## src/hdl/pkt_comm_consts.svh

```systemverilog
/*
 * Protocol and sizing constants for the packet front end.
 * PKT_MAX_LEN must fit the 24-bit length field; IN_FIFO_DEPTH must be a power of two.
 */
`ifndef PKT_COMM_CONSTS_SVH
`define PKT_COMM_CONSTS_SVH

// Header fields
`define PKT_COMM_VERSION 2
`define PKT_TYPE_MIN 1
`define PKT_TYPE_MAX 4
`define PKT_HEADER_LEN 8

// Payload length limit in bytes
`define PKT_MAX_LEN 1048576

// Input buffer depth in bytes
`define IN_FIFO_DEPTH 2048

// Quiet cycles before idle is raised
`define IDLE_DELAY 64

`endif
```

## src/hdl/pkt_comm_pkg.sv

```systemverilog
/*
 * Shared types for the packet front end.
 * len_err in pl_byte_s is meaningful only on a byte with last set.
 */
package pkt_comm_pkg;

  typedef logic [7:0]  byte_t;
  typedef logic [15:0] word_t;
  typedef logic [15:0] pkt_id_t;
  typedef logic [7:0]  pkt_type_t;
  typedef logic [23:0] pkt_len_t;
  typedef logic [15:0] sum_t;

  // Bit 0 checksum, 1 length, 2 type, 3 version
  typedef logic [3:0]  err_bits_t;

  typedef enum logic [1:0] {
    KIND_PAYLOAD  = 2'd0,
    KIND_CHECKSUM = 2'd1,
    KIND_SKIP     = 2'd2
  } byte_kind_e;

  // One byte after the header, tagged by the parser
  typedef struct packed {
    byte_t      data;
    byte_kind_e kind;
    logic       last;
    logic       len_err;
  } pl_byte_s;

  // Per-packet record for the result builder
  typedef struct packed {
    pkt_type_t pkt_type;
    pkt_id_t   pkt_id;
    pkt_len_t  pkt_len;
    sum_t      sum;
  } summary_s;

endpackage

```

## src/hdl/comm_status.sv

```systemverilog
/*
 * Sticky error bits and idle detection. Bits clear only on reset.
 * idle rises IDLE_CYCLES cycles after the last input valid or busy stage.
 */
`include "pkt_comm_consts.svh"

module comm_status #(
  parameter int IDLE_CYCLES = `IDLE_DELAY
) (
  input  logic                    CLK,
  input  logic                    RSTN,
  input  logic                    err_version,
  input  logic                    err_type,
  input  logic                    err_len,
  input  logic                    err_cks,
  input  logic                    s_axis_tvalid,
  input  logic [3:0]              stage_busy,
  output pkt_comm_pkg::err_bits_t pkt_comm_status,
  output logic                    error,
  output logic                    idle
);
  import pkt_comm_pkg::*;

  localparam int CW = $clog2(IDLE_CYCLES + 1);

  logic [CW-1:0] quiet_cnt;

  assign error = |pkt_comm_status;
  assign idle  = (quiet_cnt == CW'(IDLE_CYCLES));

  always_ff @(posedge CLK or negedge RSTN) begin
    if (!RSTN) begin
      pkt_comm_status <= '0;
      quiet_cnt       <= '0;
    end else begin
      pkt_comm_status <= pkt_comm_status | {err_version, err_type, err_len, err_cks};
      if (s_axis_tvalid || |stage_busy) quiet_cnt <= '0;
      else if (!idle) quiet_cnt <= quiet_cnt + 1'b1;
    end
  end

endmodule

```

## config.mk

```make
export PLATFORM = sky130hd
export DESIGN_NAME = comm_status
export DESIGN_NICKNAME = d
export VERILOG_FILES = /design/src/hdl/pkt_comm_pkg.sv /design/src/hdl/comm_status.sv
export VERILOG_INCLUDE_DIRS = /design/src /design/src/hdl
export SDC_FILE = /design/constraint.sdc
export NUM_CORES = 1
export LEC_CHECK = 0
export BUFFER_PORTS_ARGS = -buffer_cell sky130_fd_sc_hd__buf_4
export CAP_MARGIN = 20
export CORE_MARGIN = 2
export CORE_UTILIZATION = 31
export DETAILED_ROUTE_END_ITERATION = 7
export GPL_ROUTABILITY_DRIVEN = 0
export MAX_ROUTING_LAYER = met4
export PLACE_DENSITY_LB_ADDON = 0.12
export SLEW_MARGIN = 15
export SYNTH_ARGS = -nofsm -noshare
export SYNTH_HDL_FRONTEND = slang
export SYNTH_SLANG_ARGS = --single-unit
```

## constraint.sdc

```tcl
create_clock -name CLK -period 2.4 [get_ports CLK]
set_clock_uncertainty 0.1 [all_clocks]
set_input_delay 0.36 -clock CLK [delete_from_list [all_inputs] [get_ports CLK]]
set_output_delay 0.36 -clock CLK [all_outputs]
set_load 0.01 [all_outputs]
```

==> metrics.txt, run 1 <==
clock sink count=11; fin crit period=1990 ps; 1st-pass router iterations=4; vias=411; Sw Share=20.3%; Slew Limit Headroom=84.0%; register area share after synthesis=55.1%; Mean Syn Cell Area=10.2 um^2; ys flop type=dfrtp_1; Critical Path RT=1940 ps; num rows=14; Die ar.=1950 um^2; Worst Tran Pin Value=240 ps; leak pwr=0.000277 uW; diode count=0; setup tns final=0 ps; status=finished clean; FF/Latch Area=275 um^2; async set-reset flop share out of synthesis=100%; Final Non-Filler Cells=86; clk_lat worst skew=260 ps; Placed Cells incl. Taps=81; Post-Syn Nets=62; Post-synth top cells=dfrtp_1, nand2_1, nor2_1, o21ai_0, or2_2; combinational share of power=5.7%; first-pass GRT wire length=1.75 mm; DRT Wirelength=940 um; num ports=17; initial core utilization=33.1%; clk buf depth=2; YS warnings=0; Worst VDD drop=207 uV; final hold vios=0; Buffers on Ports=16; largest net degree at the start of global routing=12; worst hold path class=in -> reg; Netlist cell types=16; Internal Pwr Total=262 uW; root buffer cell=clkbuf_4; Overflow after GRT=0; fin crit share=82.9%; Sw Pwr=66.8 uW; Yosys top cell area share=55.1%; layout cell share with drive strength beyond 1=34.3%; pwr dens=487 nW/um^2; CTS H-tree depth=1; WL/cell=10.9 um; TritonCTS Buffers=3; Nets=84; fin. max-slew vios=0; routed vias/inst=4.78; area delta synth->final=35.3%; sequential power share=56.6%; Synth Register Bits=11; final setup fails=0; Final WS setup=411 ps; max-cap violations=0; Residual DRC=0; fillers=158; chip width=44.1 um; CP Data Arrival Time=1530 ps; RSZ-0062 raised after global routing=no; Iter 0 DRT Violations=3; fmax=0.503 GHz; critical path class=reg -> out; synthesized cell area=499 um^2; Tot GR Track Use=13.5%; largest cells by area after synthesis=dfrtp_1, ha_1, or2_2; count leader, synth=dfrtp_1; die height=44.1 um; initial antenna violation count=0; Synth Instances=49; crit-path max FO=5; Critical Path Start Type=flop; Post-CTS Repair Setup Buffers=0; vias in the first global route=442; Clk pin slew, worst setup/hold paths=70 ps; Critical Path End Type=output pin; multi-input logic area=216 um^2; Core Box Area=1510 um^2; cell taking the most area after synthesis=dfrtp_1; pre-CTS WS=689 ps; EDFF count, synth=0; antenna-violating nets left=0; CTS tree=yes; Resized Gates After CTS=0; DP Wirelength=736 um; power share of the clock group=37.7%
[worst paths after layout]
kind                                         start                 end  slack, ps  depth (start not counted)
worst min-delay path                       err_len  pkt_comm_status[1]        180                          2
worst max-delay path                  quiet_cnt[3]                idle        410                          3
worst min register to register  pkt_comm_status[1]  pkt_comm_status[1]        390                          1
min in group asynchronous                     RSTN        quiet_cnt[0]        360                          2
worst max register to register        quiet_cnt[3]        quiet_cnt[1]        810                          3
max in group asynchronous                     RSTN        quiet_cnt[6]       1690                          2
[routing by layer]
layer / track usage [%] / routed length [um]
met4: 9.09 / 10
met2: 22.1 / 449
met5: - / 0
met1: 13.4 / 446
met3: 4.90 / 34
[placed cells by master (no fill, tap or decap)]
| cell type | instances |
|---|---|
| inv_1 | 2 |
| o21ai_0 | 4 |
| or4_1 | 1 |
| clkbuf_4 | 3 |
| nor3b_1 | 1 |
| or2_2 | 4 |
| nand2_1 | 4 |
| nor3_1 | 3 |
| a21oi_1 | 3 |
| ha_1 | 2 |
| dfrtp_1 | 11 |
| or4_4 | 1 |
| nor2_1 | 4 |
| or3_1 | 3 |
| xnor2_1 | 1 |
| nand3_1 | 3 |
| buf_4 | 16 |
| clkbuf_1 | 1 |
| dlygate4sd3_1 | 1 |
| xor2_1 | 2 |
[final cells by class]
class | count | area share [%]
sequential | 11 | 40.7
inverter | 2 | 1.11
clock buffer | 4 | 3.89
tap | 16 | 2.96
timing repair buffer | 17 | 19.3
multi-input combinational | 36 | 32.0
[per-stage QoR]
stage          instance area [um^2]  power [uW]  utilization, %  hold slack, ps
3_5_place_dp                    639         208            42.4             104
4_1_cts                         676         339            44.9             169
2_1_floorplan                   499         191               -           -35.6
3_3_place_gp                    639         207            42.4             103
5_1_grt                         676         351            44.9             161
6_report                        676         329            44.9             182
[critical path, cell delays in order (launching register included)]
cell and delay, ps:
dfrtp_1 410, or4_4 560, nor2_1 150, buf_4 140
[flip-flops by register name, indices dropped and copies added, names as in the netlist]
signal and flops:
quiet_cnt 7, pkt_comm_status 4
[timing repair]
| action | 4_1_cts | 5_1_grt |
|---|---|---|
| endpoints found under the hold margin | 11 | 0 |
| endpoints found under the setup margin | 0 | 0 |
| hold buffers | 1 | 0 |
[cells by family after synthesis]
kind of cell,count (synthesis),share of synthesized area (%)
xor+xnor,3,5.26
compound gates,7,7.02
flops,11,55.1
fa+ha+maj,2,5.01
buf+inv,2,1.50
simple gates,24,26.1
[power by group through the flow]
stage	Clock [uW]	Combinational [uW]	Sequential (uW)
2_1_floorplan	0	1.95	190
3_3_place_gp	0	17.7	190
3_5_place_dp	0	18.0	190
4_1_cts	134	19.3	186
5_1_grt	144	21.2	186
6_report	124	18.7	186
No activity file was read; power rests on OpenSTA's default activity.
==> run 2: changes to the inputs <==
clock period = 1.85 ns   (was 2.4 ns; I/O delays follow)
==> run 2 against run 1 <==
Final cell count increased by 3.5%; worst setup slack got worse by 390 ps; combinational power increased by 30%; non-clock buffer count grew 3; clock power rose by 35%; sequential share of layout area decreased by 2.0 points; routed wire length rose by 2.7%; first-iteration DRC count decreased by 33%; critical path depth unchanged; power up 32%; sequential cell count did not move; via count rose by 4.1%; critical path type unchanged; largest cell class unchanged; highest routed layer unchanged.
==> metrics.txt, run 2 (synthesis results as in run 1) <==
status=finished clean; CP cell instances=or4_4 > nor2_4 > buf_6; routed vias/inst=4.81; vias=428; worst hold path class=in -> reg; CP Data Arrival Time=1450 ps; max reg flops=7; Critical Path Start Type=flop; fin util=47.2%; final hold vios=0; Reg-to-Reg Start=quiet_cnt[2]; die height=44.1 um; routed wl met3=65 um; Iter 0 DRT Violations=2; top layer reached by signal wires=met4; crit-path max FO=5; Biggest register=quiet_cnt; Final Power=434 uW; critical path class=reg -> out; Buffers on Ports=16; final setup fails=0; num rows=14; most frequent cells in the layout=buf_4, dfrtp_1, or2_2, nand2_1, o21ai_0; clock sink count=11; crit path launch=quiet_cnt[2]; TritonCTS Buffers=3; Worst Tran Pin Value=237 ps; largest net degree at the start of global routing=12; most common library cell in the layout ignoring fill and taps=buf_4; initial antenna violation count=0; fmax=0.548 GHz; Hold Path Cell Cnt=2; chip width=44.1 um; Critical Path RT=1470 ps; Hold Startpoint=err_type; Placed Cells incl. Taps=81; diode count=0; antenna-violating nets left=0; Crit-path slowest cell=or4_4; 1st-pass router iterations=4; fin crit period=1830 ps; WL met2=443 um; vias in the first global route=417; Clk pin slew, worst setup/hold paths=80 ps; CTS tree=yes; M1 WL=446 um; CP delay by family, top=simple AND/OR/NAND/NOR gates; setup tns final=0 ps; first-pass GRT wire length=1.72 mm; Final Non-Filler Cells=89; clk buf depth=2; largest registers in the final layout=quiet_cnt (7), pkt_comm_status (4); max-cap violations=0; fin. max-slew vios=0; Critical Path End Type=output pin; Worst Path Buf+Inv=1; initial core utilization=33.1%; RSZ-0062 raised after global routing=yes; Residual DRC=0; DRT Wirelength=965 um; CTS H-tree depth=1; Worst path max stage delay=570 ps; pwr dens=610 nW/um^2; leak pwr=0.000296 uW; R2R cell count=3; num ports=17; Core Box Area=1510 um^2; Slew Limit Headroom=84.1%; Tot GR Track Use=13.3%; WL/cell=10.8 um; area delta synth->final=42.4%; Worst VDD drop=584 uV; Final WS setup=24.6 ps; pre-CTS WS=242 ps; root buffer cell=clkbuf_4; Overflow after GRT=0; Die ar.=1950 um^2; clk_lat worst skew=270 ps; layout cell share with drive strength beyond 1=39.7%; Nets=87; WP depth=3; fin crit share=98.7%
[run 2: cell types whose count changed in the layout (fill, tap and decap cells not counted), sizes merged]
cell	delta
clkbuf	-1
buf	+3
clkinv	+1
[run 2: metrics by stage]
step / instance area (um^2) / hold slack [ps]
finish: 711 / 90.9
floorplan: 499 / -118
CTS: 702 / 81.8
global route: 711 / 64.2
detailed placement: 639 / 24.1
global placement: 639 / 24.8
[run 2: final cells by class]
class / instances / area (um^2)
fillers: 154 / 796
flip-flops and latches: 11 / 275
multi-input cells: 36 / 224
repair buffers: 20 / 156
clock buffers: 3 / 22.5
well taps: 16 / 20.0
inverters: 2 / 7.51
clock inverters: 1 / 5.00
[run 2: final timing paths]
kind	slack [ps]	endpoint
hold reg to reg	390	pkt_comm_status[1]
max in group asynchronous	1230	quiet_cnt[5]
min in group asynchronous	270	quiet_cnt[0]
hold / removal	90	pkt_comm_status[2]
setup reg to reg	280	quiet_cnt[1]
setup / recovery	20	idle
[run 2: power breakdown]
| part | total [uW] | internal, uW | switching [uW] |
|---|---|---|---|
| clock network | 168 | 80.1 | 88.2 |
| logic | 24.3 | 15.8 | 8.47 |
| registers | 241 | 241 | 0.587 |
| total | 434 | 336 | 97.3 |
[run 2: layer usage]
metal  up-vias  GRT usage (%)
met3         2           7.35
li1        219              -
met2        11           19.7
met4         0           5.45
met5         -              -
met1       196           14.7
[run 2: timing repair]
| action | in CTS | in global routing |
|---|---|---|
| endpoints found under the setup margin | 1 | 1 |
| gates resized for setup | 1 | 2 |
| setup buffers | 3 | 0 |
| hold endpoints to repair | 11 | 0 |
| pin swaps | 0 | 1 |
| gates cloned | 0 | 0 |
| hold buffers | 1 | 0 |
