<file path="src/hdl/pkt_comm_consts.svh">
/*
 * Protocol and sizing constants for the packet front end.
 * PKT_MAX_LEN must fit the 24-bit length field; IN_FIFO_DEPTH must be a power of two.
 */
`ifndef PKT_COMM_CONSTS_SVH
`define PKT_COMM_CONSTS_SVH

// Header fields
`define PKT_COMM_VERSION 2
`define PKT_TYPE_MIN 1
`define PKT_TYPE_MAX 4
`define PKT_HEADER_LEN 8

// Payload length limit in bytes
`define PKT_MAX_LEN 1048576

// Input buffer depth in bytes
`define IN_FIFO_DEPTH 2048

// Quiet cycles before idle is raised
`define IDLE_DELAY 64

`endif
</file>
<file path="src/hdl/pkt_comm_pkg.sv">
/*
 * Shared types for the packet front end.
 * len_err in pl_byte_s is meaningful only on a byte with last set.
 */
package pkt_comm_pkg;

  typedef logic [7:0]  byte_t;
  typedef logic [15:0] word_t;
  typedef logic [15:0] pkt_id_t;
  typedef logic [7:0]  pkt_type_t;
  typedef logic [23:0] pkt_len_t;
  typedef logic [15:0] sum_t;

  // Bit 0 checksum, 1 length, 2 type, 3 version
  typedef logic [3:0]  err_bits_t;

  typedef enum logic [1:0] {
    KIND_PAYLOAD  = 2'd0,
    KIND_CHECKSUM = 2'd1,
    KIND_SKIP     = 2'd2
  } byte_kind_e;

  // One byte after the header, tagged by the parser
  typedef struct packed {
    byte_t      data;
    byte_kind_e kind;
    logic       last;
    logic       len_err;
  } pl_byte_s;

  // Per-packet record for the result builder
  typedef struct packed {
    pkt_type_t pkt_type;
    pkt_id_t   pkt_id;
    pkt_len_t  pkt_len;
    sum_t      sum;
  } summary_s;

endpackage

</file>
<file path="src/hdl/outpkt_builder.sv">
/*
 * Result word builder, five 16-bit words per summary record.
 * The next record is taken one cycle after word 4 transfers.
 */
`include "pkt_comm_consts.svh"

module outpkt_builder (
  input  logic                   CLK,
  input  logic                   RSTN,
  input  pkt_comm_pkg::summary_s sum_in,
  input  logic                   sum_valid,
  output logic                   sum_ready,
  output pkt_comm_pkg::word_t    word_out,
  output logic                   word_last,
  output logic                   word_valid,
  input  logic                   word_ready,
  output logic                   busy
);
  import pkt_comm_pkg::*;

  summary_s   rec;
  logic       have;
  logic [2:0] word_idx;

  assign sum_ready  = ~have;
  assign word_valid = have;
  assign word_last  = (word_idx == 3'd4);
  assign busy       = have;

  always_comb begin
    case (word_idx)
      3'd0:    word_out = {8'(`PKT_COMM_VERSION), rec.pkt_type};
      3'd1:    word_out = rec.pkt_id;
      3'd2:    word_out = rec.pkt_len[15:0];
      3'd3:    word_out = {8'h00, rec.pkt_len[23:16]};
      default: word_out = rec.sum;
    endcase
  end

  always_ff @(posedge CLK) begin
    if (sum_valid && sum_ready) rec <= sum_in;
  end

  always_ff @(posedge CLK or negedge RSTN) begin
    if (!RSTN) begin
      have     <= 1'b0;
      word_idx <= '0;
    end else if (sum_valid && sum_ready) begin
      have     <= 1'b1;
      word_idx <= '0;
    end else if (word_valid && word_ready) begin
      if (word_last) begin
        have     <= 1'b0;
        word_idx <= '0;
      end else begin
        word_idx <= word_idx + 3'd1;
      end
    end
  end

  a_word_idx_range: assert property (@(posedge CLK) disable iff (!RSTN)
    word_idx <= 3'd4)
    else $error("word index past 4");

endmodule

</file>
<file path="config.mk">
export PLATFORM = sky130hd
export DESIGN_NAME = outpkt_builder
export DESIGN_NICKNAME = d
export VERILOG_FILES = /design/src/hdl/pkt_comm_pkg.sv /design/src/hdl/outpkt_builder.sv
export VERILOG_INCLUDE_DIRS = /design/src /design/src/hdl
export SDC_FILE = /design/constraint.sdc
export NUM_CORES = 1
export LEC_CHECK = 0
export BUFFER_PORTS_ARGS = -buffer_cell sky130_fd_sc_hd__buf_2
export CORE_AREA = 8 8 87 81
export CTS_CLUSTER_SIZE = 10
export DETAILED_ROUTE_END_ITERATION = 12
export DIE_AREA = 0 0 95 89
export PLACE_DENSITY = 0.81
export SETUP_SLACK_MARGIN = 0.4
export SLEW_MARGIN = 40
export SYNTH_ARGS = -nofsm -noshare
export SYNTH_HDL_FRONTEND = slang
export SYNTH_SLANG_ARGS = --single-unit
</file>
<file path="constraint.sdc">
create_clock -name CLK -period 5.2 [get_ports CLK]
set_input_delay 1.56 -clock CLK [delete_from_list [all_inputs] [get_ports CLK]]
set_output_delay 1.56 -clock CLK [all_outputs]
set_load 0.02 [all_outputs]
</file>
==> metrics, run 1 <==
Peak VDD IR 0.289 mV; met1 Usage GRT 16.4%; CP Launch Type register; # DRC 0; clock latency on the worst-skew pair ~0.33 ns; GRT overflow 0; CP Class register to output pin; YS warnings 0; Hold Violations, Final 0; Worst EP required 3.64 ns; Yosys top cell area share 70.8%; Post-Syn Nets 243; Max Freq 0.254 GHz; area of the mapped netlist 2710 um^2; status complete, no violations; Die Y roughly 90 um; Clk pwr share 21.8%; GR Layer Usage met2 roughly a quarter; reg2reg start busy; layout cells sized above 1 43.2%; post-CTS sizing 0; sw frac 35.7%; CP max FO 16; Reg power frac 41.1%; syn avg cell area 16.0 um^2; Hold Crit Depth 1; Initial Util 48.8%; Slew headroom a little under half; count of final setup violators 0; Pwr Density between 500 and 600 nW/um^2; CP Cell Sequence inv_1 -> ha_1 -> nor3_2 -> o21bai_4 -> mux2_2 -> buf_2; cts bufs inserted 9; unrepaired setup endpoints after global routing false; Cell variety after synth 28; PortBufs 87; initial antenna violation count 0; P_sw 661 uW; DR vias/cell 5.12; largest cells by area after synthesis edfxtp_1 71%, a22oi_1 4.2%, dfrtp_1 3.7%; CP arrival 2.38 ns; Hold Path Origin word_idx[1]; vias in the first global route ~1800; #FFs+latches synth 68; largest net degree at the start of global routing between 60 and 70; smallest hold slack between 0.5 and 0.6 ns; Setup Buffers After CTS 0; Worst setup EP type output pin; Pre-antenna DRT Iters 4; clk slew on worst S/H paths 0.07 ns; total global routing track utilization 14.5%; hpwl dp 4450 um; WHS Endpoint word_idx[1]; IO Count 88; worst-case reg-to-reg path depth 2; row count 26; Pint 1190 uW; Die Footprint ~8500 um^2; Slew @ Worst Pin 0.797 ns; clock sink total 68; final WL 5990 um; Critical-path top delay cell dfrtp_1; Synth area leader edfxtp_1; Iter 0 DRT Violations roughly 110; setup slack, reg-to-reg about 3.5 ns; Max clock buf depth 2; CTS tree yes; vias about 1700; MaxCap Viol Count 0; Slew Viols, Final 0; cell count after synthesis 170; register area share after synthesis 74.5%; fin crit share 75.8%; Hold Path Class register to register; area of the core 5560 um^2; GRT busiest layer met2; met3 GRT Util 3.78%; DR WL/cell roughly 18 um; H-Tree Depth 3; Tmin final 3.94 ns; Area Growth Syn to Fin 24.4%; setup_tns 0 ns; combinational share of power 37.1%; CP max stage delay 0.43 ns; first-pass GRT wire length between 9000 and 10000 um; r2r endpoint rec[19]; die width 95 um; leakage 0.00137 uW; clock root cell clkbuf_8; nets@finish ~330; Clock Skew 0.00772 ns; Post-DRT Antenna Nets 0; GP Congestion between 0.7 and 0.8; hold buffers post-CTS 0
[cell type report]
type	count	area, um^2
inverter	20	75.1
timing repair buffer	88	443
tap	70	87.6
antenna	1	2.50
fill	428	2190
sequential	68	2020
clock inverter	5	52.6
multi-input combinational	72	562
clock buffer	11	131
[how the worst max path moves through the flow]
stage	startpoint	endpoint	slack [ns]	depth (start not counted)
3_3_place_gp	word_idx[0]	word_out[6]	1.69	6
6_report	word_idx[0]	word_out[3]	1.26	6
4_1_cts	word_idx[0]	word_out[3]	1.24	6
3_5_place_dp	word_idx[0]	word_out[3]	1.60	6
5_1_grt	word_idx[0]	word_out[3]	1.10	6
2_1_floorplan	sum_valid	rec[0]	1.51	1
[metrics by stage]
stage	worst slack (ns)	utilization (%)	total power [uW]	cells	area [um^2]
4_1_cts	1.24	60.6	1870	334	3370
3_5_place_dp	1.60	57.3	1460	318	3190
2_1_floorplan	1.51	-	1270	170	2720
3_3_place_gp	1.69	57.3	1440	318	3190
5_1_grt	1.10	60.6	1940	334	3370
6_report	1.26	60.7	1850	335	3380
[flip-flops by register name (all words and copies together) (netlist names)]
register / flops
busy: 1
rec: 64
word_idx: 3
[placed cells by master (no fill, tap or decap), types with 2 or more instances in the layout]
| master | instances |
|---|---|
| nor2_1 | 2 |
| a22oi_1 | 15 |
| dfrtp_1 | 4 |
| inv_1 | 20 |
| o221ai_1 | 8 |
| a21oi_1 | 2 |
| buf_2 | 87 |
| clkbuf_1 | 2 |
| nor2b_1 | 2 |
| mux2_2 | 6 |
| nand2_1 | 11 |
| ha_1 | 5 |
| a32o_1 | 2 |
| o21ai_0 | 7 |
| edfxtp_1 | 64 |
| mux2_4 | 2 |
| clkbuf_8 | 9 |
| clkinv_2 | 3 |
[logic make-up after synthesis]
family | Yosys count | synth area share, %
AOI/OAI and AO/OA | 39 | 10.9
and+or+nand+nor | 20 | 3.64
DFF | 68 | 74.5
buffers and inverters | 30 | 5.03
adders and majority gates | 5 | 2.31
muxes | 8 | 3.60
[power by group through the flow]
stage	combinational [uW]	clock, uW	sequential (uW)
6_report	687	403	759
5_1_grt	741	434	768
4_1_cts	696	412	759
3_5_place_dp	693	0	771
3_3_place_gp	679	0	764
2_1_floorplan	527	0	746
[worst max-delay path, delay by kind of cell, from the launching register on]
family / cells / cell delay [ns]
simple gates: 1 / 0.12
fa+ha+maj: 1 / 0.42
mux: 1 / 0.40
buf+inv: 2 / 0.26
compound gates: 1 / 0.41
flops: 1 / 0.43
[cells in the mapped netlist]
library cell	instances
edfxtp_1	64
inv_1	20
a22oi_1	15
nand2_1	11
o221ai_1	8
o21ai_0	7
mux2_2	6
ha_1	5
dfrtp_1	4
buf_2	3
buf_4	3
nor2b_1	3
a21oi_1	2
a32o_1	2
clkbuf_1	2
mux2_4	2
nor2_1	2
a221oi_1	1
a31oi_1	1
and2_4	1
buf_6	1
clkbuf_2	1
nand2b_1	1
nor3_2	1
o21bai_1	1
o21bai_4	1
o22ai_1	1
or3_1	1
[layer usage]
metal / wire length [um] / share of wire (%)
met1: 2310 / 39
met2: 3230 / 54
met3: 302 / 5.0
met4: 146 / 2.4
met5: 0 / 0
(Power assumes the default switching activity.)
==> run 2: changes to the inputs <==
==> constraint.sdc (replaced) <==
create_clock -name CLK -period 4.07 [get_ports CLK]
set_input_delay 1.221 -clock CLK [delete_from_list [all_inputs] [get_ports CLK]]
set_output_delay 1.221 -clock CLK [all_outputs]
set_load 0.02 [all_outputs]
==> metrics, run 2 (synthesis results as in run 1) <==
CP Launch Type register; Max Freq 0.287 GHz; Area Growth Syn to Fin 28.0%; Area after DPL 3210 um^2 (+0.63%); Worst EP required 2.85 ns (-0.79 ns); first-pass GRT wire length 8990 um (-0.61%); Hold Violations, Final 0 (unchanged); fillers 412 (-3.7%); clock latency on the worst-skew pair 0.33 ns (about the same); Die Y 89 um (unchanged); H-Tree Depth 3 (unchanged); setup_tns 0 ns (unchanged); Slew @ Worst Pin 0.689 ns (-0.107 ns); Tmin final around 3.5 ns; MaxCap Viol Count 0 (unchanged); Most flops, register rec; Die Footprint 8460 um^2 (unchanged); smallest hold slack 0.604 ns (+0.0320 ns); Post-Place Setup Slack 0.801 ns (-0.799 ns); cts bufs inserted 9 (unchanged); clock sink total 68 (unchanged); Hold Path Class register to register; Pwr Density 741 nW/um^2 (+35%); row count 26 (unchanged); DR WL/cell 17.8 um (-0.71%); Slew Viols, Final 0 (unchanged); total global routing track utilization 14.5% (+0.044 points); vias in the first global route 1854 (+5.8%); most frequent cells in the layout 87 x buf_2, 64 x edfxtp_1, 20 x inv_1; Clock Skew 0.00887 ns (+0.00114 ns); largest net degree at the start of global routing 44 (-32%); Post-DRT Antenna Nets 0 (unchanged); DR vias/cell 5.14 (+0.45%); nets@finish 335 (+0.90%); final WL 5990 um (-0.12%); Finished Cell Area 3470 um^2 (+2.8%); vias 1732 (+1.1%); area of the core 5560 um^2 (unchanged); # DRC 0 (unchanged); die width 95 um (unchanged); IO Count 88 (unchanged); layout cells sized above 1 44.2% (+1.0 points); CP Cell Sequence inv_1 -> ha_1 -> nor3_2 -> o21bai_4 -> buf_12 -> mux2_2 -> buf_2; CP max stage delay 0.43 ns (about the same); max reg flops 64 (unchanged); commonest non-fill, non-tap cell in the layout buf_2; status complete, no violations; initial antenna violation count 0 (unchanged); area occupied by multi-input gates 564 um^2 (+0.45%); CTS tree yes; Final Worst Setup Slack 0.587 ns (-0.674 ns); PortBufs 87 (unchanged); unrepaired setup endpoints after global routing false; Worst setup EP type output pin; Pre-antenna DRT Iters 4 (unchanged); register area 2020 um^2 (unchanged); CP arrival 2.26 ns (-0.12 ns); hpwl dp 4330 um (-2.7%); clock root cell clkbuf_8; count of final setup violators 0 (unchanged); GP Congestion 0.746 (-1.1%); Max clock buf depth 2 (unchanged); CP max FO 15 (-1); CP Class register to output pin; fin crit share 85.6%; Peak VDD IR 0.395 mV (+36%); Initial Util 48.8% (unchanged); Slew headroom 54.0% (+7.1 points); Critical-path top delay cell ha_1; leakage 0.00142 uW (+3.4%); Antenna diodes 0 (-1); Iter 0 DRT Violations 116 (+9.4%); clk slew on worst S/H paths 0.07 ns (about the same); GRT overflow 0 (unchanged)
## run 2: changes by cell type in the layout (fill, tap and decap cells not counted), sizes merged
cell	delta
buf	+3
clkinv	-1
bufinv	+2
clkinvlp	-1
diode	-1
## run 2: final cells by class
class | count | area share, %
clock buffer | 11 | 3.79
clock inverter | 5 | 2.88
inverter | 20 | 2.16
multi-input combinational | 72 | 16.3
sequential | 68 | 58.3
tap | 70 | 2.52
timing repair buffer | 91 | 14.1
## run 2: where the power goes
group	leakage, uW	switching (uW)	internal, uW	total (uW)
Combinational	0.000672	581	400	980
Sequential	0.000629	48.5	895	944
Clock	0.000117	241	405	647
## run 2: what timing repair did
action	4_1_cts	5_1_grt
hold buffers	0	0
buffers inserted	0	2
hold endpoints to repair	0	0
setup endpoints to repair	0	9
resized for setup	0	1
## run 2: routing by layer
| metal | track usage (%) | vias to the layer above | part of all wire (%) |
|---|---|---|---|
| met5 | 0 | - | 0 |
| met4 | 7.51 | 0 | 2.8 |
| met3 | 4.70 | 14 | 7.1 |
| met2 | 25.3 | 75 | 53 |
| met1 | 15.5 | 819 | 37 |
| li1 | - | 824 | - |
## run 2: path summary, 6_finish.rpt
check	startpoint	end	slack [ns]	depth (start not counted)
min in group asynchronous	RSTN	busy	0.69	1
worst min register to register	word_idx[1]	word_idx[1]	0.60	1
worst max-delay path	word_idx[0]	word_out[6]	0.59	7
max in group asynchronous	RSTN	word_idx[2]	3.25	1
worst max register to register	busy	rec[0]	2.30	2
worst min-delay path	word_idx[1]	word_idx[1]	0.60	1
## run 2: through the flow
stage | cells | util (%) | total power, uW
2_1_floorplan | 170 | - | 1630
3_3_place_gp | 319 | 57.7 | 1860
3_5_place_dp | 319 | 57.7 | 1880
4_1_cts | 335 | 61.9 | 2540
5_1_grt | 337 | 62.4 | 2700
6_report | 337 | 62.4 | 2570
## run 2: critical path: cells and delay by family, from the launching register on
| family | cells | cell delay, ns |
|---|---|---|
| DFF | 1 | 0.42 |
| and+or+nand+nor | 1 | 0.12 |
| AOI/OAI and AO/OA | 1 | 0.18 |
| adders and majority gates | 1 | 0.43 |
| buffers and inverters | 3 | 0.43 |
| muxes | 1 | 0.34 |
