<file path="src/hdl/pkt_comm_consts.svh">
/*
 * Protocol and sizing constants for the packet front end.
 * PKT_MAX_LEN must fit the 24-bit length field; IN_FIFO_DEPTH must be a power of two.
 */
`ifndef PKT_COMM_CONSTS_SVH
`define PKT_COMM_CONSTS_SVH

// Header fields
`define PKT_COMM_VERSION 2
`define PKT_TYPE_MIN 1
`define PKT_TYPE_MAX 4
`define PKT_HEADER_LEN 8

// Payload length limit in bytes
`define PKT_MAX_LEN 1048576

// Input buffer depth in bytes
`define IN_FIFO_DEPTH 2048

// Quiet cycles before idle is raised
`define IDLE_DELAY 64

`endif
</file>
<file path="src/hdl/pkt_comm_pkg.sv">
/*
 * Shared types for the packet front end.
 * len_err in pl_byte_s is meaningful only on a byte with last set.
 */
package pkt_comm_pkg;

  typedef logic [7:0]  byte_t;
  typedef logic [15:0] word_t;
  typedef logic [15:0] pkt_id_t;
  typedef logic [7:0]  pkt_type_t;
  typedef logic [23:0] pkt_len_t;
  typedef logic [15:0] sum_t;

  // Bit 0 checksum, 1 length, 2 type, 3 version
  typedef logic [3:0]  err_bits_t;

  typedef enum logic [1:0] {
    KIND_PAYLOAD  = 2'd0,
    KIND_CHECKSUM = 2'd1,
    KIND_SKIP     = 2'd2
  } byte_kind_e;

  // One byte after the header, tagged by the parser
  typedef struct packed {
    byte_t      data;
    byte_kind_e kind;
    logic       last;
    logic       len_err;
  } pl_byte_s;

  // Per-packet record for the result builder
  typedef struct packed {
    pkt_type_t pkt_type;
    pkt_id_t   pkt_id;
    pkt_len_t  pkt_len;
    sum_t      sum;
  } summary_s;

endpackage

</file>
<file path="src/hdl/inpkt_header.sv">
/*
 * Header parser and length tagging. Header bytes are never stalled; every byte after
 * the header is forwarded up to tlast. Header fields hold until the next header starts.
 */
`include "pkt_comm_consts.svh"

module inpkt_header (
  input  logic                    CLK,
  input  logic                    RSTN,
  input  pkt_comm_pkg::byte_t     in_data,
  input  logic                    in_last,
  input  logic                    in_valid,
  output logic                    in_ready,
  output pkt_comm_pkg::pl_byte_s  pl_out,
  output logic                    pl_valid,
  input  logic                    pl_ready,
  output pkt_comm_pkg::pkt_type_t hdr_type,
  output pkt_comm_pkg::pkt_id_t   hdr_id,
  output pkt_comm_pkg::pkt_len_t  hdr_len,
  output logic                    err_version,
  output logic                    err_type,
  output logic                    err_len,
  output logic                    busy
);
  import pkt_comm_pkg::*;

  typedef enum logic [1:0] {HDR, PAYLOAD, CHECKSUM, SKIP} parse_state_e;

  parse_state_e state;
  logic [2:0]   hdr_idx;
  pkt_len_t     remain;
  logic         skip_len;
  byte_t        ver_r;
  logic         in_xfer;
  logic         hdr_xfer;
  logic         hdr_end;
  logic         ver_bad;
  logic         type_bad;
  logic         len_bad;

  assign in_ready = (state == HDR) ? 1'b1 : pl_ready;
  assign pl_valid = in_valid && (state != HDR);
  assign in_xfer  = in_valid && in_ready;
  assign hdr_xfer = in_xfer && (state == HDR);
  assign hdr_end  = (hdr_idx == 3'(`PKT_HEADER_LEN - 1));
  assign busy     = (state != HDR) || (hdr_idx != 3'd0);

  // Fields are complete by the reserved byte
  assign ver_bad  = (ver_r != 8'(`PKT_COMM_VERSION));
  assign type_bad = (hdr_type < 8'(`PKT_TYPE_MIN)) || (hdr_type > 8'(`PKT_TYPE_MAX));
  assign len_bad  = (hdr_len == '0) || (hdr_len > 24'(`PKT_MAX_LEN));

  always_comb begin
    pl_out.data    = in_data;
    pl_out.last    = in_last;
    pl_out.kind    = KIND_SKIP;
    pl_out.len_err = 1'b0;
    case (state)
      PAYLOAD: begin
        // Any tlast before the checksum is early
        pl_out.kind    = KIND_PAYLOAD;
        pl_out.len_err = in_last;
      end
      CHECKSUM: pl_out.kind = in_last ? KIND_CHECKSUM : KIND_SKIP;
      SKIP:     pl_out.len_err = skip_len && in_last;
      default:  pl_out.kind = KIND_SKIP;
    endcase
  end

  assign err_version = hdr_xfer && hdr_end && !in_last && ver_bad;
  assign err_type    = hdr_xfer && hdr_end && !in_last && type_bad;
  assign err_len     = (hdr_xfer && (in_last || (hdr_end && len_bad)))
                    || (in_xfer && (state != HDR) && pl_out.len_err);

  always_ff @(posedge CLK) begin
    if (hdr_xfer) begin
      case (hdr_idx)
        3'd0: ver_r          <= in_data;
        3'd1: hdr_type       <= in_data;
        3'd2: hdr_id[7:0]    <= in_data;
        3'd3: hdr_id[15:8]   <= in_data;
        3'd4: hdr_len[7:0]   <= in_data;
        3'd5: hdr_len[15:8]  <= in_data;
        3'd6: hdr_len[23:16] <= in_data;
        default: ;
      endcase
    end
  end

  always_ff @(posedge CLK or negedge RSTN) begin
    if (!RSTN) begin
      state    <= HDR;
      hdr_idx  <= '0;
      remain   <= '0;
      skip_len <= 1'b0;
    end else if (in_xfer) begin
      case (state)
        HDR: begin
          if (in_last) begin
            hdr_idx <= '0;
          end else if (hdr_end) begin
            hdr_idx <= '0;
            if (ver_bad || type_bad || len_bad) begin
              state    <= SKIP;
              skip_len <= 1'b0;
            end else begin
              state  <= PAYLOAD;
              remain <= hdr_len;
            end
          end else begin
            hdr_idx <= hdr_idx + 3'd1;
          end
        end
        PAYLOAD: begin
          remain <= remain - 1'b1;
          if (in_last) state <= HDR;
          else if (remain == 24'd1) state <= CHECKSUM;
        end
        CHECKSUM: begin
          if (in_last) begin
            state <= HDR;
          end else begin
            // Late tlast, drain and flag on the last byte
            state    <= SKIP;
            skip_len <= 1'b1;
          end
        end
        default: if (in_last) state <= HDR;
      endcase
    end
  end

endmodule

</file>
<file path="config.mk">
export PLATFORM = sky130hd
export DESIGN_NAME = inpkt_header
export DESIGN_NICKNAME = d
export VERILOG_FILES = /design/src/hdl/pkt_comm_pkg.sv /design/src/hdl/inpkt_header.sv
export VERILOG_INCLUDE_DIRS = /design/src /design/src/hdl
export SDC_FILE = /design/constraint.sdc
export NUM_CORES = 1
export LEC_CHECK = 0
export BUFFER_PORTS_ARGS = -buffer_cell sky130_fd_sc_hd__buf_2
export CORE_MARGIN = 10
export CORE_UTILIZATION = 40
export DETAILED_ROUTE_END_ITERATION = 12
export SLEW_MARGIN = 15
export SYNTH_ARGS = -nofsm -noshare
export SYNTH_HDL_FRONTEND = slang
export SYNTH_SLANG_ARGS = --single-unit
</file>
<file path="constraint.sdc">
create_clock -name CLK -period 7.45 [get_ports CLK]
set_clock_uncertainty 0.15 [all_clocks]
set_input_delay 0.3725 -clock CLK [delete_from_list [all_inputs] [get_ports CLK]]
set_output_delay 0.3725 -clock CLK [all_outputs]
set_load 0.01 [all_outputs]
</file>
==> results of run 1 <==
## registers in the layout (all words and copies together), names as in the netlist
register	cells
hdr_len	24
remain	24
hdr_id	16
hdr_type	8
ver_r	8
hdr_idx	3
state	2
skip_len	1
## Yosys cell counts, types with 4 or more instances
master    count
dfrtp_1      30
nand2b_1      4
a31oi_1       9
inv_1        11
o21ai_1       7
and3_1        6
a21oi_1      36
o31ai_1       8
nand2_1      28
nor2_1       32
ha_1         12
edfxtp_1     56
nand4_1       4
o22ai_1       4
buf_4        10
o21ai_0      20
nand3_1      10
nor3_1        7
clkbuf_1     11
or3_1         4
nor4_1        9
## report_power, final
group	internal (W)	switching, W	total, W
registers	0.000609	0.0000978	0.000706
clock network	0.000198	0.000188	0.000386
logic	0.000173	0.000310	0.000482
## final cells by class
cell class | instances | share of cell area
clock buffer | 9 | 0.02595
clock inverter | 7 | 0.02333
inverter | 12 | 0.009436
multi-input combinational | 240 | 0.3114
sequential | 86 | 0.5096
tap | 133 | 0.03486
timing repair buffer | 80 | 0.08545
## worst max-delay path by stage
stage	endpoint	slack (ns)	cells after the start
after CTS	remain[1]$_DFFE_PN0P_	3.71	8
after detailed placement	remain[1]$_DFFE_PN0P_	3.75	8
after global routing	remain[1]$_DFFE_PN0P_	3.34	8
after global placement	remain[1]$_DFFE_PN0P_	3.92	8
after floorplan	remain[5]$_DFFE_PN0P_	4.97	7
final	remain[1]$_DFFE_PN0P_	3.64	8
## per-layer routing
| metal | track usage | share of wire | vias up |
|---|---|---|---|
| li1 | - | - | 1500 |
| met1 | 0.1936 | 0.44 | 1566 |
| met2 | 0.2344 | 0.48 | 109 |
| met3 | 0.05444 | 0.073 | 8 |
| met4 | 0.03726 | 0.0086 | 0 |
| met5 | 0 | 0 | - |
## per-stage QoR
stage	hold slack (ns)	utilization
5_1_grt	0.1706	0.4839
6_report	0.1631	0.4839
4_1_cts	0.1405	0.4839
3_3_place_gp	0.3205	0.4590
2_1_floorplan	-0.07309	-
3_5_place_dp	0.3251	0.4590
## cell families (layout without fill, tap and decap cells)
logic type               Yosys count  in the layout
multiplexers                       2              2
buffers and inverters             36            108
AND/OR/NAND/NOR                  120            120
flip-flops                        86             86
adder cells (fa/ha/maj)           12             12
AO/OA/AOI/OAI                    106            106
==> impl_metrics.tcl, run 1 <==
set metrics [dict create \
    tightest_slew_ns 1.112 \
    multi_input_area_mm2 0.001486 \
    crit_start "state[1]$_DFFE_PN0P_" \
    antenna_found_initial 0 \
    yosysSeqAreaShare 0.5930 \
    htree_levels 3 \
    coreArea_mm2 0.009864 \
    drive_above_1_share 0.2465 \
    synthFlopType "edfxtp_1" \
    cts_inserted_buffers 9 \
    final_nets 454 \
    post-place-ws_ns 3.751 \
    worstReg2RegEnd "remain[1]$_DFFE_PN0P_" \
    ys_ff_latch 86 \
    cp_slowest_stage_delay_ns 0.82 \
    grt_pass1_wl_mm 17.60 \
    crit_top_cell "o21ai_0" \
    crit_buf_inv 3 \
    die_area_mm2 0.01470 \
    min_period_over_period 0.5113 \
    clk_pin_slew_ns 0.10 \
    n_fill_cell 898 \
    crit_path_max_fanout 52 \
    maxCapViolCount 0 \
    report.final.slew_viol_count 0 \
    grt_pass1_vias 3263 \
    arrival_ns 3.86 \
    synthCells 362 \
    synth_top_family_by_area "compound AO/OA/AOI/OAI gates" \
    synth_nets 387 \
    critical_path_class "reg -> reg" \
    ctsLongestPathBuffers 2 \
    clock_latency_ns 0.36 \
    post-dp-hpwl_mm 7.675 \
    synthSimpleGateAreaFrac 0.1553 \
    post-cts-setup-buffers 0 \
    cp-start-kind "register" \
    synth_mux_area_frac 0.005186 \
    drc_errors 0 \
    grt_usage 0.1501 \
    syn_avg_cell_area_um2 11.33 \
    syn_area_mm2 0.004101 \
    cts_tree "built" \
    hp-class "in -> reg" \
    power_density_mw_per_mm2 330.0 \
    area_delta_synth_final_pct 16.38 \
    wl_per_cell_um 19.50 \
    crit_path_cell_trace "inv_1 > ha_1 > buf_4 > clkinv_1 > o21ai_0 > nand2_1 > nor2_1 > o21ai_0" \
    io_pins 79 \
    vias_per_cell 5.614 \
    mostFrequentLayoutCell "buf_2" \
    antenna_cells 0 \
    timing.rr.start "state[1]$_DFFE_PN0P_" \
    crit_slowest_cell "nor2_1" \
    ys_types 53 \
    seq_area_mm2 0.002432 \
    synth_edf_count 56 \
    synth_top_area_cell "edfxtp_1" \
    period_needed_ns 3.809 \
    reg2reg_depth 8 \
    hold_depth 2 \
    synthAdderAreaFrac 0.03661 \
    async_flop_share 0.3488 \
    min_from "in_last" \
    grt_setup_unrepaired "false" \
    cp.required_ns 7.50 \
    clock_sinks 86 \
    synth_compound_area_frac 0.1653 \
    grt.overflow.total 0 \
    dr.first_iter.drc_count 263 \
    postLayoutSetupSlackWorst_ns 3.641 \
    num_rows 36 \
    numPortBuffers 78 \
    instances_no_fill 567 \
    hold_end "hdr_idx[2]$_DFFE_PN0N_" \
    hold_violations 0 \
    gp_congestion 0.8723 \
    cts_root_buf "clkbuf_8" \
    place_area_mm2 0.004528 \
    num_vias 3183 \
    cts.hold.buffers_added 1 \
    synth_xor_area_frac 0 \
    r2r_slack_ns 3.64 \
    placed_cells 550 \
    antenna_left 0 \
    drtPass1Iterations 4 \
    setup_violations 0 \
    total_power_w 0.001575 \
    wl_mm 11.06 \
    total_leakage_power_nw 1.856 \
    dieWidth_um 121.3 \
    start_util 0.4158 \
    most-common-layout-cells "78 x buf_2, 56 x edfxtp_1, 36 x a21oi_1" \
    outcome "complete, no violations" \
    ctsResizeCount 0 \
    vdd_drop_max_mv 0.1527 \
    grt_max_degree 53 \
    relSlewSlack 0.2563 \
    max_freq_mhz 262.5 \
    final_area_mm2 0.004773 \
    synth_area_leaders "edfxtp_1 41%, dfrtp_1 18%, a21oi_1 4.4%" \
    fin_setup_tns_ns 0 \
    synth_top_area_frac 0.4100 \
    ys_warn_count 0 \
    setup.worst_path.end_class "register" \
    cp_top_family "simple AND/OR/NAND/NOR gates" \
    die_height_um 121.3 \
]
Power figures use the tool's default switching activity.
==> run 2, diff against run 1 <==
clock period = 3.83 ns   (was 7.45 ns; I/O delays follow)
==> run 2 against run 1 <==
Routed wire length grew 0.13%. Register-to-register slack worse by 2.9 ns. Count of clock-buffer cells in the layout unchanged. Sequential cell count is the same. First-iteration DRC count grew 16%. Combinational power up 99%. Clock power grew 62%. Die area did not move. Total power rose by 88%. Hold slack got worse by 0.13 ns. Design area grew 1.0%. Critical endpoint unchanged. Largest power group unchanged.
==> impl_metrics.tcl, run 2 (same netlist as run 1, synthesis figures left out) <==
set metrics [dict create \
    switchingPower_w 0.001164 \
    period_needed_ns 3.087 \
    dr.first_iter.drc_count 304 \
    crit_path_cell_trace "or4_4 > nor4b_4 > nand2_2 > o41a_1 > nor2_1 > o21ai_0" \
    maxCapViolCount 0 \
    relSlewSlack 0.4791 \
    drive_above_1_share 0.2460 \
    cts_root_buf "clkbuf_8" \
    cp_top_family "simple AND/OR/NAND/NOR gates" \
    post-dp-hpwl_mm 7.939 \
    antenna_left 0 \
    coreArea_mm2 0.009864 \
    p_clk_frac 0.212 \
    fin_setup_tns_ns 0 \
    report.final.slew_viol_count 0 \
    start_util 0.4158 \
    crit_slowest_cell "nor2_1" \
    clock_sinks 86 \
    grt_pass1_wl_mm 17.44 \
    setup.worst_path.end_class "register" \
    instances_no_fill 576 \
    arrival_ns 3.14 \
    min_period_over_period 0.8059 \
    critical_path_class "reg -> reg" \
    power_frac_seq 0.464 \
    placed_cells 552 \
    die_area_mm2 0.01470 \
    cp-start-kind "register" \
    crit_path_max_fanout 13 \
    most-common-layout-cells "78 x buf_2, 56 x edfxtp_1, 36 x a21oi_1" \
    io_pins 79 \
    cts_inserted_buffers 9 \
    grt_setup_unrepaired "false" \
    wl_mm 11.07 \
    drtPass1Iterations 5 \
    clock_latency_ns 0.37 \
    gp_congestion 0.8623 \
    clk_pin_slew_ns 0.11 \
    antenna_cells 0 \
    numPortBuffers 78 \
    htree_levels 3 \
    outcome "complete, no violations" \
    area_delta_synth_final_pct 17.57 \
    grt_max_degree 52 \
    drc_errors 0 \
    num_vias 3227 \
    setup_violations 0 \
    cp.required_ns 3.89 \
    power_density_mw_per_mm2 612.8 \
    cts_tree "built" \
    post-cts-setup-buffers 0 \
    grt_usage 0.1510 \
    ctsResizeCount 0 \
    final_nets 463 \
    num_rows 36 \
    mostFrequentLayoutCell "buf_2" \
    wl_per_cell_um 19.22 \
    dieWidth_um 121.3 \
    vdd_drop_max_mv 0.2455 \
    ctsLongestPathBuffers 2 \
    grt.overflow.total 0 \
    cp_slowest_stage_delay_ns 0.69 \
    pwr-share-comb 0.324 \
    reg_top3 "hdr_len (24), remain (24), hdr_id (16)" \
    antenna_found_initial 0 \
    grt_pass1_vias 3145 \
    vias_per_cell 5.602 \
    swShare 0.3938 \
    total_leakage_power_nw 1.873 \
    hold_violations 0 \
    hp-class "in -> reg" \
    die_height_um 121.3 \
    max_freq_mhz 324.0 \
    internal-power_w 0.001791 \
    tightest_slew_ns 0.7785 \
    crit_buf_inv 0 \
]
-- run 2: changes by cell type in the layout (fill, tap and decap cells not counted), sizes merged --
cell | previous run | this run
inv | 16 | 15
clkinvlp | 0 | 1
buf | 79 | 81
bufinv | 2 | 0
dlygate4sd3 | 1 | 8
clkinv | 1 | 3
-- run 2: path summary, 6_finish.rpt --
check,from,slack [ns],depth (start not counted),to
max in group asynchronous,RSTN,2.80,2,remain[16]$_DFFE_PN0P_
worst max-delay path,hdr_type[7]$_DFFE_PP_,0.74,6,remain[1]$_DFFE_PN0P_
worst min register to register,remain[20]$_DFFE_PN0P_,0.38,2,remain[20]$_DFFE_PN0P_
worst max register to register,hdr_type[7]$_DFFE_PP_,0.74,6,remain[1]$_DFFE_PN0P_
min in group asynchronous,RSTN,0.26,2,remain[13]$_DFFE_PN0P_
worst min-delay path,in_data[3],0.03,1,hdr_id[11]$_DFFE_PP_
-- run 2: power by group through the flow --
| stage | clock network (W) | registers (W) | logic (W) |
|---|---|---|---|
| 6_report | 0.000627 | 0.00137 | 0.000957 |
| 5_1_grt | 0.000694 | 0.00140 | 0.00108 |
| 4_1_cts | 0.000649 | 0.00137 | 0.000958 |
| 3_5_place_dp | 0 | 0.00139 | 0.000947 |
| 3_3_place_gp | 0 | 0.00138 | 0.000931 |
| 2_1_floorplan | 0 | 0.00134 | 0.000709 |
-- run 2: timing repair --
| action | CTS | global route |
|---|---|---|
| endpoints found under the hold margin | 72 | 0 |
| endpoints found under the setup margin | 0 | 0 |
| hold buffers | 8 | 0 |
-- run 2: routing by layer --
| metal | wire length, um | track usage | share of wire |
|---|---|---|---|
| met5 | 0 | 0 | 0 |
| met1 | 4815 | 0.1883 | 0.43 |
| met4 | 68 | 0.02757 | 0.0061 |
| met2 | 5227 | 0.2408 | 0.47 |
| met3 | 958 | 0.06468 | 0.087 |
-- run 2: final cells by class --
| class | instances | area [um2] |
|---|---|---|
| Timing Repair Buffer | 89 | 493.0 |
| Multi-Input combinational cell | 240 | 1486 |
| Clock buffer | 9 | 123.9 |
| Sequential cell | 86 | 2432 |
| Inverter | 12 | 45.04 |
| Clock inverter | 7 | 75.07 |
| Tap cell | 133 | 166.4 |
| Fill cell | 915 | 5042 |
-- run 2: stage by stage --
stage	hold WS [ns]	util	worst slack (ns)	area (um2)	power, W
after floorplan	-0.2541	-	1.355	4101	0.002051
after global placement	0.1421	0.4606	0.8515	4543	0.002309
after detailed placement	0.1404	0.4606	0.7760	4543	0.002334
after CTS	0.02066	0.4888	0.7536	4822	0.002974
after global routing	0.004936	0.4888	0.5816	4822	0.003171
final	0.02859	0.4888	0.7432	4822	0.002955
